$ cat src/mp3SyncPkg.sv
//**************************************
// shared definitions for the frame sync
// parser and fetch state enums
// sync word and side info lengths
// main data length table
//**************************************
`default_nettype none

package mp3SyncPkg;

  typedef enum logic [2:0] {
    Null,
    Sync,
    Head,
    Crc,
    Side,
    Main,
    Read
  } parseStateT;

  typedef enum logic [2:0] {
    Idle,
    Comp,
    Requ,
    Dout,
    Done
  } fetchStateT;

  // 12 ones, id bit, layer III
  localparam logic [14:0] SyncWord = 15'h7FFD;

  localparam logic [8:0] SideLenMono   = 9'd136;
  localparam logic [8:0] SideLenStereo = 9'd256;

  // main data bytes left in the frame after header, crc and side info
  function automatic logic [10:0] mainDataLen(
    input logic [3:0] bitrateIdx,
    input logic [1:0] sampleIdx,
    input logic       padding,
    input logic       protection,
    input logic       mono
  );
    logic [32:0] lens;
    logic [10:0] base;
    // packed as {44.1k, 48k, 32k}
    case (bitrateIdx)
      4'd1:    lens = {11'd65, 11'd57, 11'd105};
      4'd2:    lens = {11'd91, 11'd81, 11'd141};
      4'd3:    lens = {11'd117, 11'd105, 11'd177};
      4'd4:    lens = {11'd143, 11'd129, 11'd213};
      4'd5:    lens = {11'd169, 11'd153, 11'd249};
      4'd6:    lens = {11'd222, 11'd201, 11'd321};
      4'd7:    lens = {11'd274, 11'd249, 11'd393};
      4'd8:    lens = {11'd326, 11'd297, 11'd465};
      4'd9:    lens = {11'd378, 11'd345, 11'd537};
      4'd10:   lens = {11'd483, 11'd441, 11'd681};
      4'd11:   lens = {11'd587, 11'd537, 11'd825};
      4'd12:   lens = {11'd692, 11'd633, 11'd969};
      4'd13:   lens = {11'd796, 11'd729, 11'd1113};
      default: lens = {11'd1005, 11'd921, 11'd1401};
    endcase
    case (sampleIdx)
      2'd0:    base = lens[32:22];
      2'd1:    base = lens[21:11];
      default: base = lens[10:0];
    endcase
    // mono side info is 15 bytes shorter, no crc adds 2
    return base + (mono ? 11'd15 : 11'd0) + (protection ? 11'd2 : 11'd0) + 11'd1 +
           {10'd0, padding};
  endfunction

endpackage

`default_nettype wire

$ cat src/bitStreamIf.sv
//**************************************
// bit stream link between word fetcher
// and frame parser
//**************************************
`timescale 1ns/1ps
`default_nettype none

interface bitStreamIf;

  mp3SyncPkg::parseStateT parseState;
  // level, high while the parser wants input
  logic                   bitReq;
  // one strobe per bit, or per byte in main data
  logic                   bitValid;
  logic                   bitData;
  logic [7:0]             byteData;

  modport fetch (
    input  parseState,
    input  bitReq,
    output bitValid,
    output bitData,
    output byteData
  );

  modport parse (
    output parseState,
    output bitReq,
    input  bitValid,
    input  bitData,
    input  byteData
  );

endinterface

`default_nettype wire

$ cat src/frameParser.sv
//**************************************
// frame parser
// sync search, header capture, crc and
// side info skip, main data byte count
// and format checks
//**************************************
`timescale 1ns/1ps
`default_nettype none

module frameParser #(
  parameter logic [11:0] SyncTimeoutWords = 12'd4094
) (
  input  wire logic  Clk,
  input  wire logic  reset,
  input  wire logic  enable,
  input  wire logic  wordLoaded,
  bitStreamIf.parse  bs,
  output logic       byteWrite,
  output logic [7:0] byteData,
  output logic [1:0] mode,
  output logic [1:0] modeExt,
  output logic [1:0] sampleRate,
  output logic [3:0] bitrate,
  output logic       invalidFormat,
  output logic       done
);

  mp3SyncPkg::parseStateT state;
  mp3SyncPkg::parseStateT nextState;
  logic [14:0]            syncReg;
  logic [16:0]            headReg;
  logic [8:0]             bitCnt;
  logic [10:0]            byteCnt;
  logic [11:0]            wordCnt;
  logic                   mono;
  logic [8:0]             sideLen;
  logic [10:0]            mainLen;

  assign mono    = (headReg[7:6] == 2'b11);
  assign sideLen = mono ? mp3SyncPkg::SideLenMono : mp3SyncPkg::SideLenStereo;
  assign mainLen = mp3SyncPkg::mainDataLen(headReg[15:12], headReg[11:10], headReg[9],
                                           headReg[16], mono);

  //**************************************
  // frame state machine
  //**************************************
  always_ff @(posedge Clk) begin
    if (reset) begin
      state <= mp3SyncPkg::Null;
    end else begin
      state <= nextState;
    end
  end

  // request drops on the cycle the count for the state is complete
  always_comb begin
    case (state)
      mp3SyncPkg::Sync: bs.bitReq = (syncReg != mp3SyncPkg::SyncWord);
      mp3SyncPkg::Head: bs.bitReq = (bitCnt != 9'd17);
      // protection bit set means no crc word
      mp3SyncPkg::Crc:  bs.bitReq = (bitCnt != 9'd16) && !headReg[16];
      mp3SyncPkg::Side: bs.bitReq = (bitCnt != sideLen);
      mp3SyncPkg::Main: bs.bitReq = (byteCnt != mainLen);
      default:          bs.bitReq = 1'b0;
    endcase
  end

  always_comb begin
    nextState = state;
    case (state)
      mp3SyncPkg::Null: begin
        if (enable && !done) begin
          nextState = mp3SyncPkg::Sync;
        end
      end
      mp3SyncPkg::Sync: nextState = bs.bitReq ? state : mp3SyncPkg::Head;
      mp3SyncPkg::Head: nextState = bs.bitReq ? state : mp3SyncPkg::Crc;
      mp3SyncPkg::Crc:  nextState = bs.bitReq ? state : mp3SyncPkg::Side;
      mp3SyncPkg::Side: nextState = bs.bitReq ? state : mp3SyncPkg::Main;
      mp3SyncPkg::Main: nextState = bs.bitReq ? state : mp3SyncPkg::Read;
      default:          nextState = mp3SyncPkg::Null;
    endcase
  end

  assign bs.parseState = state;

  always_ff @(posedge Clk) begin
    if (reset) begin
      done <= 1'b0;
    end else begin
      done <= (state == mp3SyncPkg::Read);
    end
  end

  // bit count for head, crc and side; byte count for main
  always_ff @(posedge Clk) begin
    if (reset || !bs.bitReq) begin
      bitCnt  <= 9'd0;
      byteCnt <= 11'd0;
    end else if (bs.bitValid) begin
      if (state == mp3SyncPkg::Main) begin
        byteCnt <= byteCnt + 11'd1;
      end else if (state != mp3SyncPkg::Sync) begin
        bitCnt <= bitCnt + 9'd1;
      end
    end
  end

  always_ff @(posedge Clk) begin
    if (reset || state == mp3SyncPkg::Null) begin
      syncReg <= 15'd0;
    end else if (state == mp3SyncPkg::Sync && bs.bitValid) begin
      syncReg <= {syncReg[13:0], bs.bitData};
    end
  end

  always_ff @(posedge Clk) begin
    if (state == mp3SyncPkg::Head && bs.bitValid) begin
      headReg <= {headReg[15:0], bs.bitData};
    end
  end

  assign bitrate    = headReg[15:12];
  assign sampleRate = headReg[11:10];
  assign mode       = headReg[7:6];
  assign modeExt    = headReg[5:4];

  assign byteWrite = (state == mp3SyncPkg::Main) && bs.bitValid;
  assign byteData  = bs.byteData;

  //**************************************
  // format checks
  //**************************************
  // words fetched in the current sync search
  always_ff @(posedge Clk) begin
    if (reset || state == mp3SyncPkg::Null) begin
      wordCnt <= 12'd0;
    end else if (state == mp3SyncPkg::Sync && wordLoaded && wordCnt != SyncTimeoutWords) begin
      wordCnt <= wordCnt + 12'd1;
    end
  end

  // sticky until reset; joint stereo with intensity is not supported
  always_ff @(posedge Clk) begin
    if (reset) begin
      invalidFormat <= 1'b0;
    end else if (wordCnt == SyncTimeoutWords ||
                 (state == mp3SyncPkg::Main && mode == 2'd1 && modeExt[0])) begin
      invalidFormat <= 1'b1;
    end
  end

  // one strobe per main data byte
  assert property (@(posedge Clk) disable iff (reset)
                   (state == mp3SyncPkg::Main && bs.bitValid) |=> !bs.bitValid);

endmodule

`default_nettype wire

$ cat src/mainDataWriter.sv
//**************************************
// main data writer
// ram address counter, registered write
//**************************************
`timescale 1ns/1ps
`default_nettype none

module mainDataWriter #(
  parameter int RamAddrWidth = 11
) (
  input  wire logic               Clk,
  input  wire logic               reset,
  input  wire logic               byteWrite,
  input  wire logic [7:0]         byteData,
  output logic                    ramWe,
  output logic [RamAddrWidth-1:0] ramAddr,
  output logic [7:0]              ramData
);

  // next free location, runs on across frames
  logic [RamAddrWidth-1:0] writeAddr;

  always_ff @(posedge Clk) begin
    if (reset) begin
      writeAddr <= '0;
      ramAddr   <= '0;
      ramWe     <= 1'b0;
    end else begin
      ramWe   <= byteWrite;
      ramAddr <= writeAddr;
      if (byteWrite) begin
        writeAddr <= writeAddr + 1'b1;
      end
    end
  end

  always_ff @(posedge Clk) begin
    if (byteWrite) begin
      ramData <= byteData;
    end
  end

endmodule

`default_nettype wire

$ cat src/mp3Sync.sv
//**************************************
// mp3 layer III frame synchronizer top
// fetcher, parser and ram writer
//**************************************
`timescale 1ns/1ps
`default_nettype none

module mp3Sync #(
  parameter logic [11:0] SyncTimeoutWords = 12'd4094,
  parameter int          RamAddrWidth     = 11
) (
  input  wire logic                    Clk,
  input  wire logic                    reset,
  input  wire logic                    enable,
  input  wire logic                    fifoEmpty,
  input  wire logic [31:0]             fifoData,
  output logic                         fifoRen,
  output logic                         ramWe,
  output logic [RamAddrWidth-1:0]      ramAddr,
  output logic [7:0]                   ramData,
  output logic                         done,
  output logic                         invalidFormat,
  output logic [1:0]                   mode,
  output logic [1:0]                   modeExt,
  output logic [1:0]                   sampleRate,
  output logic [3:0]                   bitrate
);

  logic       wordLoaded;
  logic       byteWrite;
  logic [7:0] byteData;

  bitStreamIf bs();

  wordFetch uFetch (
    .Clk        (Clk),
    .reset      (reset),
    .enable     (enable),
    .done       (done),
    .fifoEmpty  (fifoEmpty),
    .fifoData   (fifoData),
    .fifoRen    (fifoRen),
    .wordLoaded (wordLoaded),
    .bs         (bs.fetch)
  );

  frameParser #(
    .SyncTimeoutWords (SyncTimeoutWords)
  ) uParser (
    .Clk           (Clk),
    .reset         (reset),
    .enable        (enable),
    .wordLoaded    (wordLoaded),
    .bs            (bs.parse),
    .byteWrite     (byteWrite),
    .byteData      (byteData),
    .mode          (mode),
    .modeExt       (modeExt),
    .sampleRate    (sampleRate),
    .bitrate       (bitrate),
    .invalidFormat (invalidFormat),
    .done          (done)
  );

  mainDataWriter #(
    .RamAddrWidth (RamAddrWidth)
  ) uWriter (
    .Clk       (Clk),
    .reset     (reset),
    .byteWrite (byteWrite),
    .byteData  (byteData),
    .ramWe     (ramWe),
    .ramAddr   (ramAddr),
    .ramData   (ramData)
  );

endmodule

`default_nettype wire

$ cat src/wordFetch.sv
//**************************************
// word fetcher
// fifo read, word register, byte select
// and msb first bit serializer
//**************************************
`timescale 1ns/1ps
`default_nettype none

module wordFetch (
  input  wire logic        Clk,
  input  wire logic        reset,
  input  wire logic        enable,
  input  wire logic        done,
  input  wire logic        fifoEmpty,
  input  wire logic [31:0] fifoData,
  output logic             fifoRen,
  output logic             wordLoaded,
  bitStreamIf.fetch        bs
);

  mp3SyncPkg::fetchStateT state;
  mp3SyncPkg::fetchStateT nextState;
  logic [31:0]            wordReg;
  logic [2:0]             bytePtr;
  logic [2:0]             bitCnt;
  logic [7:0]             curByte;
  logic                   inMain;

  assign inMain = (bs.parseState == mp3SyncPkg::Main);

  //**************************************
  // fetch state machine
  //**************************************
  always_ff @(posedge Clk) begin
    if (reset) begin
      state <= mp3SyncPkg::Idle;
    end else begin
      state <= nextState;
    end
  end

  always_comb begin
    nextState = state;
    case (state)
      mp3SyncPkg::Idle: begin
        if (enable && !done && bs.parseState != mp3SyncPkg::Read) begin
          nextState = mp3SyncPkg::Comp;
        end
      end
      // pointer at 4 means the word is used up
      mp3SyncPkg::Comp: nextState = bytePtr[2] ? mp3SyncPkg::Requ : mp3SyncPkg::Dout;
      mp3SyncPkg::Requ: begin
        if (wordLoaded) begin
          nextState = mp3SyncPkg::Comp;
        end
      end
      mp3SyncPkg::Dout: begin
        if (bs.bitReq && (inMain || bitCnt == 3'd7)) begin
          nextState = mp3SyncPkg::Done;
        end
      end
      default: nextState = mp3SyncPkg::Idle;
    endcase
  end

  // one read in flight at a time
  assign fifoRen = (state == mp3SyncPkg::Requ) && !fifoEmpty && !wordLoaded;

  always_ff @(posedge Clk) begin
    if (reset) begin
      wordLoaded <= 1'b0;
    end else begin
      wordLoaded <= fifoRen;
    end
  end

  always_ff @(posedge Clk) begin
    if (wordLoaded) begin
      wordReg <= fifoData;
    end
  end

  always_ff @(posedge Clk) begin
    if (reset) begin
      bytePtr <= 3'd4;
    end else if (wordLoaded) begin
      bytePtr <= 3'd0;
    end else if (state == mp3SyncPkg::Done) begin
      bytePtr <= bytePtr + 3'd1;
    end
  end

  // msb byte first
  always_comb begin
    case (bytePtr[1:0])
      2'd0:    curByte = wordReg[31:24];
      2'd1:    curByte = wordReg[23:16];
      2'd2:    curByte = wordReg[15:8];
      default: curByte = wordReg[7:0];
    endcase
  end

  always_ff @(posedge Clk) begin
    if (reset || state == mp3SyncPkg::Requ || bs.parseState == mp3SyncPkg::Null) begin
      bitCnt <= 3'd0;
    end else if (state == mp3SyncPkg::Dout && bs.bitReq && !inMain) begin
      bitCnt <= bitCnt + 3'd1;
    end
  end

  assign bs.bitValid = (state == mp3SyncPkg::Dout) && bs.bitReq;
  assign bs.bitData  = curByte[3'd7 - bitCnt];
  assign bs.byteData = curByte;

  // fetch only once the current word is used up
  assert property (@(posedge Clk) disable iff (reset) fifoRen |-> bytePtr == 3'd4);

endmodule

`default_nettype wire
$ cat config.mk
export PLATFORM = sky130hd
export DESIGN_NAME = mp3Sync
export DESIGN_NICKNAME = d
export VERILOG_FILES = /design/src/mp3SyncPkg.sv /design/src/bitStreamIf.sv /design/src/frameParser.sv /design/src/mainDataWriter.sv /design/src/mp3Sync.sv /design/src/wordFetch.sv
export SDC_FILE = /design/constraint.sdc
export NUM_CORES = 1
export LEC_CHECK = 0
export BUFFER_PORTS_ARGS = -buffer_cell sky130_fd_sc_hd__buf_2
export CAP_MARGIN = 20
export CORE_MARGIN = 10
export CORE_UTILIZATION = 55
export CTS_CLUSTER_DIAMETER = 80
export DETAILED_ROUTE_END_ITERATION = 8
export GPL_ROUTABILITY_DRIVEN = 0
export MAX_ROUTING_LAYER = met4
export PLACE_DENSITY = 0.78
export SLEW_MARGIN = 20
export SYNTH_ARGS = -nofsm -noshare
export SYNTH_HDL_FRONTEND = slang
export SYNTH_SLANG_ARGS = --single-unit
$ cat constraint.sdc
create_clock -name Clk -period 6.25 [get_ports Clk]
set_input_delay 0.3125 -clock Clk [delete_from_list [all_inputs] [get_ports Clk]]
set_output_delay 0.3125 -clock Clk [all_outputs]
set_load 0.02 [all_outputs]
### Word-level counts from Yosys, hierarchy flattened

Memory sizes are Yosys's and may differ from the RTL's. A register that Yosys moved wholly into a read port is not among the register bits.
Cells that the tools add are included.

| word-level totals | value |
|---|---|
| register bits after elaboration | 142 |
| ROM bits | 416 |
| input port bits | 36 |
| word-level logic and storage cells | 126 |
| memories | 1 |

| cells by class | value |
|---|---|
| add/sub/neg operators | 11 |
| order comparisons | 1 |
| eq/ne operators | 34 |
| mux-type cells | 23 |
| bitwise gates (word level) | 1 |
| reduce and logical (&&, ||, !) cells | 37 |

Memory list:

| memory | words | bits a word | rd ports | clocked after Yosys merged registers in | write ports | RTL line | text |
|---|---|---|---|---|---|---|---|
| (no name shown) | 16 | 26 | 1 | 1 | 0 | mp3SyncPkg.sv:46 | `case (bitrateIdx)` |

Operator list:

| cell | count |
|---|---|
| adder 11 x 1 -> 11 bit (second input constant) | 3 |
| 2-to-1 mux 3 bit | 11 |
| case mux 8 bit (3 select lines) | 1 |
| adder 11 bit | 2 |
| case mux 11 bit (2 select lines) | 1 |
| != test 9 x 5 -> 1 bit (second input constant) | 2 |
| case mux 3 bit (6 select lines) | 1 |
| == test 3 bit (second input constant) | 5 |
| logical AND 1 bit | 15 |
| != test 15 bit (second input constant) | 1 |
| adder 12 x 1 -> 12 bit (second input constant) | 1 |
| == test 12 bit (second input constant) | 1 |
| == test 3 x 2 -> 1 bit (second input constant) | 4 |
| != test 12 bit (second input constant) | 1 |
| case mux 3 bit (4 select lines) | 1 |
| adder 11 x 1 -> 11 bit | 1 |
| != test 11 bit | 1 |
| != test 2 bit (second input constant) | 5 |
| adder 9 x 1 -> 9 bit (second input constant) | 1 |
| 2-to-1 mux 9 bit | 1 |
| != test 9 bit | 1 |
| 2-to-1 mux 4 bit | 2 |
| != test 2 x 1 -> 1 bit (second input constant) | 4 |
| adder 3 x 1 -> 3 bit (second input constant) | 2 |
| 21 further kinds | 39 |

### Depth between registers and ports, before layout

Gate-level depths: netlist of run 1.

| depth | value |
|---|---|
| word-level depth | 11 |
| depth in mapped cells | 17 |

### Hierarchy

From an unflattened synthesis of run 1, not the netlist that was laid out.

| second synthesis, totals | value |
|---|---|
| cell total of the unflattened synthesis | 772 |
| area, all modules | 7758.7 um2 |

Modules (own cells, without submodules):

| module | times used | cells an instance | area an instance (um2) | sequential area each (um2) |
|---|---|---|---|---|
| frameParser | 1 | 545 | 4859.7 | 2011.9 |
| wordFetch | 1 | 140 | 1850.5 | 1161.1 |
| mainDataWriter | 1 | 87 | 1048.5 | 700.7 |

### Worst setup path before layout of run 1

No wires, ideal clock.

| timing | value |
|---|---|
| path kind | register to register |
| start point | register uParser.headReg[11] |
| end point | register uWriter.writeAddr[0] |
| library setup time | 0.121 ns |
| arrival | 3.756 ns |
| slack | 2.373 ns |
| cell stages (with the launch flop) | 16 |
| path buffers | 3 |
| clock period less this slack | 3.877 ns |
| cells stage by stage | edfxtp_1 -> buf_2 -> buf_2 -> nor2_1 -> and2_1 -> fa_1 -> fa_1 -> a21oi_1 -> o21ai_0 -> and2_1 -> and3_1 -> o311a_1 -> o211a_1 -> buf_6 -> nor2_1 -> mux2_2 |

| on the way | value |
|---|---|
| longest elaborated chain between the ends | 10 |
| elaborated cells between the ends (all ways) | 11 |
| those cells by class | 4 x add/sub; 2 x eq/ne; 2 x mux; 3 x reduce/logical |

RTL lines:

| item | RTL line | text |
|---|---|---|
| start: declaration | frameParser.sv:31 | `logic [16:0] headReg;` |
| start signal: assignment | frameParser.sv:119 | `headReg <= {headReg[15:0], bs.bitData};` |
| == test 2 x 1 -> 1 bit or zero test 2 bit (tied branches) | mp3SyncPkg.sv:62 | `case (sampleIdx)` |
| case mux 11 bit (2 select lines) (*) | mp3SyncPkg.sv:62 |  |
| adder 11 bit (*) (2 in series) | mp3SyncPkg.sv:68 | `return base + (mono ? 11'd15 : 11'd0) + (protection ? 11'd2 : 11'd0) + 11'd1 +` |
| adder 11 x 1 -> 11 bit (*) (2 in series) | mp3SyncPkg.sv:68 |  |
| != test 11 bit (*) | frameParser.sv:63 | `mp3SyncPkg::Main: bs.bitReq = (byteCnt != mainLen);` |
| case mux 1 bit (5 select lines) (*) | frameParser.sv:57 | `case (state)` |
| logical AND 1 bit (*) | wordFetch.sv:111 | `assign bs.bitValid = (state == mp3SyncPkg::Dout) && bs.bitReq;` |
| logical AND 1 bit (*) | frameParser.sv:128 | `assign byteWrite = (state == mp3SyncPkg::Main) && bs.bitValid;` |
| net byteWrite | mp3Sync.sv:30 | `logic byteWrite;` |
| end signal: assignment | mainDataWriter.sv:32 | `writeAddr <= writeAddr + 1'b1;` |
| end: declaration | mainDataWriter.sv:21 | `logic [RamAddrWidth-1:0] writeAddr;` |

The timed path passes the listed nets; every way through them passes the cells marked *.
A chain may end at the register's enable or synchronous reset.

### Final worst setup path of run 1

| timing | value |
|---|---|
| start point | register uParser.headReg[11] |
| end point | register uParser.byteCnt[5] |

| on the way | value |
|---|---|
| longest elaborated chain between the ends | 10 |
| elaborated cells between the ends (all ways) | 13 |
| those cells by class | 4 x add/sub; 2 x eq/ne; 2 x mux; 5 x reduce/logical |

RTL lines:

| item | RTL line | text |
|---|---|---|
| == test 2 x 1 -> 1 bit or zero test 2 bit (tied branches) | mp3SyncPkg.sv:62 |  |
| case mux 11 bit (2 select lines) (*) | mp3SyncPkg.sv:62 |  |
| adder 11 bit (*) (2 in series) | mp3SyncPkg.sv:68 |  |
| adder 11 x 1 -> 11 bit (*) (2 in series) | mp3SyncPkg.sv:68 |  |
| != test 11 bit (*) | frameParser.sv:63 |  |
| case mux 1 bit (5 select lines) (*) | frameParser.sv:57 |  |
| logical AND 1 bit or zero test 1 bit (tied branches) | wordFetch.sv:111, frameParser.sv:97 |  |
| AND reduction 2 bit (no source line) or logical OR 1 bit (tied branches) | n/a |  |
| end signal: assignment | frameParser.sv:102 | `byteCnt <= byteCnt + 11'd1;` |
| end: declaration | frameParser.sv:33 | `logic [10:0] byteCnt;` |

Mark *: on every way between the ends. The rest lies on a longest branch, timed or not.

==> impl_metrics.tcl, run 1 <==
set metrics [dict create \
    io_buffers 68 \
    critPathMaxStageDelay_ns 0.71 \
    clockRootBuffer "clkbuf_16" \
    cts_setup_buffers 0 \
    synth_flop_cell "dfxtp_1" \
    post-route-period-util 0.7475 \
    grt_pass1_vias 5585 \
    yosys.area.top_type_share 0.2818 \
    synth_area_leaders "dfxtp_1 (28%), edfxtp_1 (22%), ha_1 (4.6%)" \
    final_max_slew_viol_count 0 \
    rr_startpoint "uParser.headReg[11]" \
    critPathBufInv 0 \
    hp-start "fifoData[28]" \
    r2r_setup_slack_ns 1.58 \
    finalHoldViolCount 0 \
    crit_arrival_ns 4.95 \
    grt_max_degree 39 \
    skew_ns 0.008621 \
    drtAntennaViolNets 0 \
    synthToLayoutAreaGrowth_pct 11.87 \
    htree_levels 4 \
    rr_worst_depth 12 \
    start_kind "flop" \
    status "complete, no violations" \
    fmax_mhz 214.1 \
    cp-end-kind "flop" \
    ctsResizeCount 0 \
    post_drt_via_cell_ratio 5.795 \
    synth_compound_area_frac 0.1326 \
    synth-seq-area-share 0.5050 \
    cts_buffer_depth 2 \
    cts_sinks 165 \
    vdd_drop_max_uv 169.0 \
    yosys_warnings 0 \
    drive_above_1_share 0.1481 \
    maxSlewHeadroom 0.4052 \
    crit_type "flop to flop" \
    power_density_mw_per_mm2 270.5 \
    n_antenna_cell 0 \
    drt_iter0_drc 473 \
    via_count 5737 \
    antenna_found_initial 0 \
    synth_top_area_cell "dfxtp_1" \
    grt_setup_unrepaired "false" \
    synth_xor_area_frac 0.04681 \
    synth.avg_cell_area_um2 10.16 \
    finalSetupViolations 0 \
    initial_core_util 0.5570 \
    whs_endpoint "uFetch.wordReg[28]" \
    cp_max_fo 28 \
    dp_hpwl_um 11840 \
    required_ns 6.53 \
    grt_overflow 0 \
    hold_path_depth 1 \
    ctsHoldBuffers 0 \
    crit_family "compound AO/OA/AOI/OAI gates" \
    drc 0 \
    tritoncts "yes" \
    synth-seq-cells 165 \
    fin_setup_tns_ns 0 \
    track_usage 0.1754 \
    async_flop_share 0 \
    tightest_slew_ns 0.8904 \
    reg2reg_to "uParser.byteCnt[5]" \
    clk_pin_slew_ns 0.06 \
    grt_pass1_wl_um 27430 \
    fp.dieH_um 138.1 \
    die-area_mm2 0.01907 \
    synthMuxAreaShare 0.04958 \
    pin_count 69 \
    syn_nets 821 \
    rows 43 \
    die_w_um 138.1 \
    hold_class "primary input to flop" \
    wl_per_cell_um 16.78 \
    cp_cell_sequence "nor2_1 > and2_1 > fa_1 > fa_1 > a21oi_1 > o21ai_0 > and2_1 > nor4b_1 > o311a_1 > o211a_1 > a211o_1 > nor2_1" \
    synth_cells 755 \
    power_leakage_uw 0.003130 \
    critPathSlowestCell "edfxtp_1" \
    fin_nets 863 \
    synth-adder-area-share 0.05089 \
    synth-edff-count 57 \
    synth_top_family_by_area "simple AND/OR/NAND/NOR gates" \
    syn_area_mm2 0.007671 \
    wirelength_um 16610 \
    maxCapViolations 0 \
    drt_first_pass_iters 5 \
    cts_buffers 17 \
    synth_cell_type_count 72 \
    utilization 0.6231 \
    core_area_mm2 0.01377 \
    clk_latency_ns 0.43 \
    synthSimpleGateAreaFrac 0.1675 \
    fin_crit_ns 4.672 \
]
[stage by stage]
stage / total power (uW) / std cells / setup WS (ns) / instance area [um^2] / hold WS [ns]
6_report: 2321 / 990 / 1.578 / 8582 / 0.06264
2_1_floorplan: 1297 / 755 / 2.373 / 7671 / 0.4003
4_1_cts: 2335 / 990 / 1.610 / 8573 / 0.04780
3_5_place_dp: 1341 / 958 / 1.652 / 8006 / 0.4162
5_1_grt: 2401 / 990 / 1.325 / 8582 / 0.04496
3_3_place_gp: 1335 / 958 / 1.883 / 8006 / 0.4000
[cells in the mapped netlist (all sizes together) (6+ instances only)]
cell / count
edfxtp: 57
nand2: 68
nor2b: 19
nor2: 62
dfxtp: 108
inv: 30
xnor2: 25
mux2: 9
nor3: 18
and2: 6
ha: 28
and3: 7
xor2: 16
nand2b: 7
a222oi: 8
a21oi: 50
or3: 13
nand4: 15
o21ai: 31
mux2i: 21
clkbuf: 27
buf: 21
nand3: 14
[logic make-up after synthesis]
family | after synthesis
DFF | 165
AOI/OAI and AO/OA | 154
adders and majority gates | 30
xor gates and xnor gates | 41
buffers and inverters | 78
and+or+nand+nor | 255
muxes | 32
[power breakdown]
group | leakage (uW) | internal (uW) | switching [uW]
clock network | 0.000271 | 586 | 414
logic | 0.00147 | 51.5 | 119
registers | 0.00139 | 1130 | 25.6
total | 0.00313 | 1760 | 558
[cells in the final DEF (no fill, tap or decap), drive strengths merged, types with 9 or more instances in the layout]
cell type  count
nor2          62
edfxtp        57
buf           71
xnor2         25
xor2          16
nand2         68
nand4         15
nor3          18
nand3         14
or3           13
dfxtp        108
ha            28
nor2b         19
a21oi         50
inv           31
mux2i         21
o21ai         31
clkbuf        19
mux2           9
[worst max-delay path by stage]
| stage | endpoint | cells after the start | start | slack [ns] |
|---|---|---|---|---|
| 4_1_cts | uParser.byteCnt[2] | 12 | uParser.headReg[11] | 1.61 |
| 3_5_place_dp | uParser.bitCnt[2] | 12 | uParser.headReg[11] | 1.65 |
| 2_1_floorplan | uWriter.writeAddr[0] | 15 | uParser.headReg[11] | 2.37 |
| 3_3_place_gp | uWriter.writeAddr[0] | 12 | uParser.headReg[11] | 1.88 |
| 5_1_grt | uParser.bitCnt[4] | 12 | uParser.headReg[11] | 1.32 |
| 6_report | uParser.byteCnt[5] | 12 | uParser.headReg[11] | 1.58 |
[final cells by class]
cell class              instances  area (um^2)
clock buffers                  19        432.9
clock inverters                13        133.9
fillers                      1078         5191
inverters                      30        112.6
multi-input cells             512         3441
flip-flops and latches        165         3874
well taps                     180        225.2
repair buffers                 71        362.8
[routing by layer]
metal  track usage  up-vias  part of all wire
met2        0.2806      217              0.47
li1              -     2792                 -
met1        0.2101     2677              0.44
met5             -        -                 0
met4       0.06770        0             0.028
met3       0.04178       51             0.060
(Power assumes the default switching activity.)
==> run 2: changes to the inputs <==
Settings changed: CORE_UTILIZATION 55 to 54, PLACE_DENSITY 0.78 to 0.79.
Clock period 6.25 ns to 4.2 ns, I/O delays scaled along.
==> impl_metrics.tcl, run 2 (synthesized netlist as in run 1, its figures left out) <==
set metrics [dict create \
    start_kind "flop" \
    wl_per_cell_um 17.13 \
    dp_hpwl_um 12040 \
    wirelength_um 17700 \
    wl_met1_um 7405 \
    die-area_mm2 0.01937 \
    drive_above_1_share 0.1583 \
    fin_crit_ns 3.857 \
    hold_class "primary input to flop" \
    ctsResizeCount 0 \
    pre_cts_slack_ns 0.4145 \
    fmax_mhz 259.2 \
    cts_buffers 17 \
    r2r_setup_slack_ns 0.34 \
    whs_endpoint "uFetch.wordLoaded" \
    pin_count 69 \
    clk_pin_slew_ns 0.06 \
    power_leakage_uw 0.003336 \
    critPathSlowestCell "fa_1" \
    fin_nets 906 \
    io_buffers 68 \
    die_w_um 139.2 \
    core_area_mm2 0.01388 \
    required_ns 4.51 \
    critPathBufInv 0 \
    status "complete, no violations" \
    initial_core_util 0.5526 \
    worst-path-stages 11 \
    crit_type "flop to flop" \
    reg2reg_to "uWriter.writeAddr[6]" \
    grt_overflow 0 \
    power_density_mw_per_mm2 392.8 \
    fin_ws_ns 0.3425 \
    drt_iter0_drc 415 \
    tightest_slew_ns 0.8140 \
    dp.cells 969 \
    tritoncts "yes" \
    via_count 5958 \
    post_drt_via_cell_ratio 5.768 \
    final_max_slew_viol_count 0 \
    clk_latency_ns 0.43 \
    crit_arrival_ns 4.17 \
    grt_setup_unrepaired "false" \
    rr_worst_depth 11 \
    rows 43 \
    grt_pass1_wl_um 29080 \
    fp.dieH_um 139.2 \
    final_common_cell "dfxtp_1" \
    track_usage 0.1852 \
    critPathMaxStageDelay_ns 0.55 \
    hp-start "fifoEmpty" \
    finalHoldViolCount 0 \
    post-route-period-util 0.9184 \
    cp_max_fo 16 \
    wl_met3_um 1095 \
    grt_max_degree 38 \
    drtAntennaViolNets 0 \
    htree_levels 4 \
    cp_cell_sequence "and2_1 > fa_1 > fa_1 > a21oi_1 > o21ai_0 > and2_1 > and3_1 > o311a_1 > o211a_1 > nor4b_1 > mux2_2" \
    synthToLayoutAreaGrowth_pct 17.24 \
    rr_startpoint "uParser.headReg[6]" \
    drc 0 \
    layout_common_cells "dfxtp_1 (108), nand2_1 (68), buf_2 (68)" \
    wl_met2_um 8865 \
    crit_family "adder cells" \
    vdd_drop_max_uv 254.9 \
    highest_layer "met4" \
    cts_buffer_depth 2 \
    skew_ns 0.01228 \
    maxSlewHeadroom 0.4554 \
    drt_first_pass_iters 5 \
    antenna_found_initial 0 \
    stdcell_count 1033 \
    clockRootBuffer "clkbuf_16" \
    n_antenna_cell 0 \
    fin_setup_tns_ns 0 \
    finalSetupViolations 0 \
    hold_path_depth 3 \
    maxCapViolations 0 \
    cts_sinks 165 \
    cp-end-kind "flop" \
    grt_pass1_vias 5857 \
]
## run 2: changes by cell type in the layout (fill, tap and decap cells not counted), moves of 2 or more
cell	change
clkinv_1	-3
dlygate4sd3_1	+32
buf_4	+11
inv_6	+2
## run 2: worst min-delay path, stage by stage
cell and delay [ns]:
buf_2 0.09, nor4_1 0.06, nor2b_1 0.13
## run 2: worst max-delay path by stage
stage	from	end
detailed placement	uParser.headReg[6]	uWriter.writeAddr[6]
global route	uParser.headReg[6]	uWriter.writeAddr[6]
global placement	uParser.headReg[6]	uWriter.writeAddr[6]
CTS	uParser.headReg[6]	uParser.bitCnt[5]
finish	uParser.headReg[6]	uWriter.writeAddr[6]
floorplan	uParser.headReg[11]	uWriter.writeAddr[0]
## run 2: where the power goes
| part | leakage, uW | internal [uW] | switching (uW) |
|---|---|---|---|
| combinational | 0.00165 | 107 | 190 |
| sequential | 0.00139 | 1670 | 36.6 |
| clock | 0.000290 | 877 | 647 |
| total | 0.00334 | 2660 | 874 |
## run 2: per-stage QoR
| stage | cell area, um^2 | util | hold WS [ns] | total power [uW] |
|---|---|---|---|---|
| after floorplan | 7671 | - | 0.3089 | 1930 |
| final | 8994 | 0.6479 | 0.1133 | 3533 |
| after CTS | 8994 | 0.6479 | 0.1037 | 3543 |
| after global routing | 8994 | 0.6479 | 0.1163 | 3661 |
| after detailed placement | 8089 | 0.5827 | 0.3881 | 2011 |
| after global placement | 8089 | 0.5827 | 0.3868 | 1999 |
## run 2: final cells by class
class / count / area (um^2)
sequential: 165 / 3874
clock buffer: 20 / 467.9
multi-input combinational: 512 / 3432
clock inverter: 12 / 116.4
timing repair buffer: 114 / 765.7
tap: 180 / 225.2
fill: 1054 / 4887
inverter: 30 / 112.6
## run 2: layer usage
metal,global-route usage,vias to the layer above
met3,0.04315,26
li1,-,2877
met4,0.06864,0
met1,0.2165,2848
met5,-,-
met2,0.3043,207
## run 2: timing repair
item	CTS	global route
setup buffers	0	0
hold buffers	32	0
endpoints found under the hold margin	32	0
==> run 3: changes to the inputs <==
Settings changed: ABC_AREA set to 1, MAX_ROUTING_LAYER met4 to unset.
==> impl_metrics.tcl, run 3 <==
set metrics [dict create \
    cp-end-kind "flop" \
    cts_sinks 165 \
    final_common_cell "nand2_1" \
    grt_pass1_wl_um 30350 \
    drt_iter0_drc 501 \
    tightest_slew_ns 0.5741 \
    power_leakage_uw 0.004048 \
    power_density_mw_per_mm2 396.1 \
    grt_overflow 0 \
    initial_core_util 0.5473 \
    fin_area_mm2 0.009369 \
    core_area_mm2 0.01442 \
    intPower_uw 2694 \
    cts_buffers 17 \
    cp_max_fo 12 \
    skew_ns 0.01098 \
    p_switching_uw 1017 \
    swShare 0.2740 \
    synth-edff-count 57 \
    hold_class "primary input to flop" \
    fmax_mhz 257.9 \
    r2r_setup_slack_ns 0.32 \
    start_kind "flop" \
    clkPwrFrac 0.405 \
    post-route-period-util 0.9232 \
    whs_ns 0.2466 \
    grt_use_met3 0.04434 \
    drc 0 \
    synthTopCellsByCount "nand2_1 (230), inv_1 (124), dfxtp_1 (108)" \
    fin_nets 1146 \
    synth_most_common_cell "nand2_1" \
    final_max_slew_viol_count 0 \
    rr_worst_depth 27 \
    async_flop_share 0 \
    clk_pin_slew_ns 0.06 \
    maxSlewHeadroom 0.6158 \
    yosys.area.top_type_share 0.2739 \
    syn_area_mm2 0.007894 \
    maxCapViolations 0 \
    fin_crit_ns 3.878 \
    n_antenna_cell 0 \
    synth_cells 977 \
    crit_type "flop to flop" \
    via_count 6759 \
    status "complete, no violations" \
    htree_levels 4 \
    finalHoldViolCount 0 \
    synth_area_leaders "dfxtp_1 (27%), edfxtp_1 (22%), nand2_1 (11%)" \
    tritoncts "yes" \
    rows 44 \
    cts_buffer_depth 2 \
    use_met2 0.3200 \
    dp_hpwl_um 12130 \
    crit_arrival_ns 4.19 \
    drt_first_pass_iters 5 \
    track_usage 0.1843 \
    clk_latency_ns 0.43 \
    startpoint "uParser.headReg[11]" \
    drive_above_1_share 0.1455 \
    wirelength_um 18670 \
    die_w_um 140.9 \
    layout_common_cells "nand2_1 (224), inv_1 (123), dfxtp_1 (108)" \
    synth_top_area_cell "dfxtp_1" \
    finalSetupViolations 0 \
    grt_pass1_vias 6390 \
    drtAntennaViolNets 0 \
    post_drt_via_cell_ratio 5.293 \
    die-area_mm2 0.01985 \
    required_ns 4.52 \
    dpl_cell_area_mm2 0.008371 \
    vdd_drop_max_uv 299.8 \
    syn_nets 1043 \
    seqPwrFrac 0.467 \
    synth_flop_cell "dfxtp_1" \
    met1_usage 0.2137 \
    grt_max_degree 36 \
    synth_cell_type_count 45 \
    yosys_warnings 0 \
    grt.busiest_layer "met2" \
    p_comb_frac 0.128 \
    rr_startpoint "uParser.headReg[11]" \
    synthToLayoutAreaGrowth_pct 18.69 \
    wl_per_cell_um 14.62 \
    synth-seq-cells 165 \
    fp.dieH_um 140.9 \
    pin_count 69 \
    clockRootBuffer "clkbuf_16" \
    synth-seq-area-share 0.4907 \
    io_buffers 68 \
    antenna_found_initial 0 \
    synth.avg_cell_area_um2 8.080 \
]
run 3: changes by cell type in the layout (fill, tap and decap cells not counted), sizes merged, moves of 12 or more:
cell   previous run  this run
o21ai            31        55
xnor2            25         0
nor2b            19         0
mux2i            21         0
nor2             62       109
inv              35       136
nand2            68       239
nand3            14        49
nand4            15        27
or3              13         0
run 3: worst min-delay path by stage:
stage	slack (ns)	startpoint	cells past startpoint	to
after floorplan	0.29	fifoEmpty	1	uFetch.wordLoaded
after global placement	0.39	fifoData[13]	1	uFetch.wordReg[13]
after detailed placement	0.39	fifoData[8]	1	uFetch.wordReg[8]
after CTS	0.24	reset	2	uWriter.ramAddr[7]
after global routing	0.27	reset	2	uWriter.ramAddr[5]
final	0.25	reset	2	uWriter.ramAddr[7]
run 3: critical path: stages, from the launching register on:
cell      delay [ns]
edfxtp_1        0.41
buf_4           0.20
inv_4           0.10
nand2_1         0.10
o22ai_1         0.13
nor2_1          0.06
ha_1            0.31
ha_4            0.31
nand3_1         0.11
nand2_1         0.09
nand2_1         0.11
nand2_1         0.14
inv_1           0.06
nor2_1          0.12
nand4_1         0.08
nand2_1         0.08
nor2_1          0.04
nand2_1         0.12
nand2_4         0.10
nand2_8         0.15
nand3_4         0.11
nand2_1         0.11
nand2_2         0.10
ha_1            0.30
inv_1           0.07
nand2_2         0.09
nand3_1         0.11
nand2_1         0.06
run 3: power groups by stage:
stage	sequential [uW]	combinational (uW)	clock, uW
6_report	1730	474	1500
5_1_grt	1740	526	1580
4_1_cts	1730	432	1510
3_5_place_dp	1770	400	0
3_3_place_gp	1760	390	0
2_1_floorplan	1770	299	0
run 3: cell families after synthesis:
family                     count (synthesis)  share of synthesized area
and+or+nand+nor                          462                     0.2561
DFF                                      165                     0.4907
AOI/OAI and AO/OA                        139                    0.09764
buffers and inverters                    165                    0.08829
xor gates and xnor gates                  16                    0.01775
adders and majority gates                 30                    0.04945
run 3: cell type report:
cell class	count	area, um^2
clock buffer	17	425.4
multi-input combinational	647	3402
inverter	132	501.7
fill	1161	5055
clock inverter	15	145.1
sequential	165	3874
tap	184	230.2
timing repair buffer	117	790.8
run 3: timing repair:
item,4_1_cts,5_1_grt
hold buffers,33,0
resized for setup,0,20
buffers inserted,0,2
endpoints found under the hold margin,33,0
endpoints found under the setup margin,0,34
run 3: per-layer routing:
layer | vias to the layer above | wire [um]
met4 | 0 | 472
li1 | 3410 | -
met3 | 37 | 916
met5 | - | 0
met2 | 198 | 9406
met1 | 3114 | 7869
run 3: stage by stage:
| stage | utilization | total power, uW | TNS (ns) | instances | worst slack, ns |
|---|---|---|---|---|---|
| after global routing | 0.6495 | 3847 | -0.04688 | 1277 | -0.02272 |
| after global placement | 0.5803 | 2155 | 0 | 1210 | 0.3223 |
| final | 0.6495 | 3711 | 0 | 1277 | 0.3224 |
| after floorplan | - | 2070 | 0 | 977 | 0.4472 |
| after detailed placement | 0.5803 | 2166 | 0 | 1210 | 0.2243 |
| after CTS | 0.6428 | 3673 | 0 | 1275 | 0.1846 |
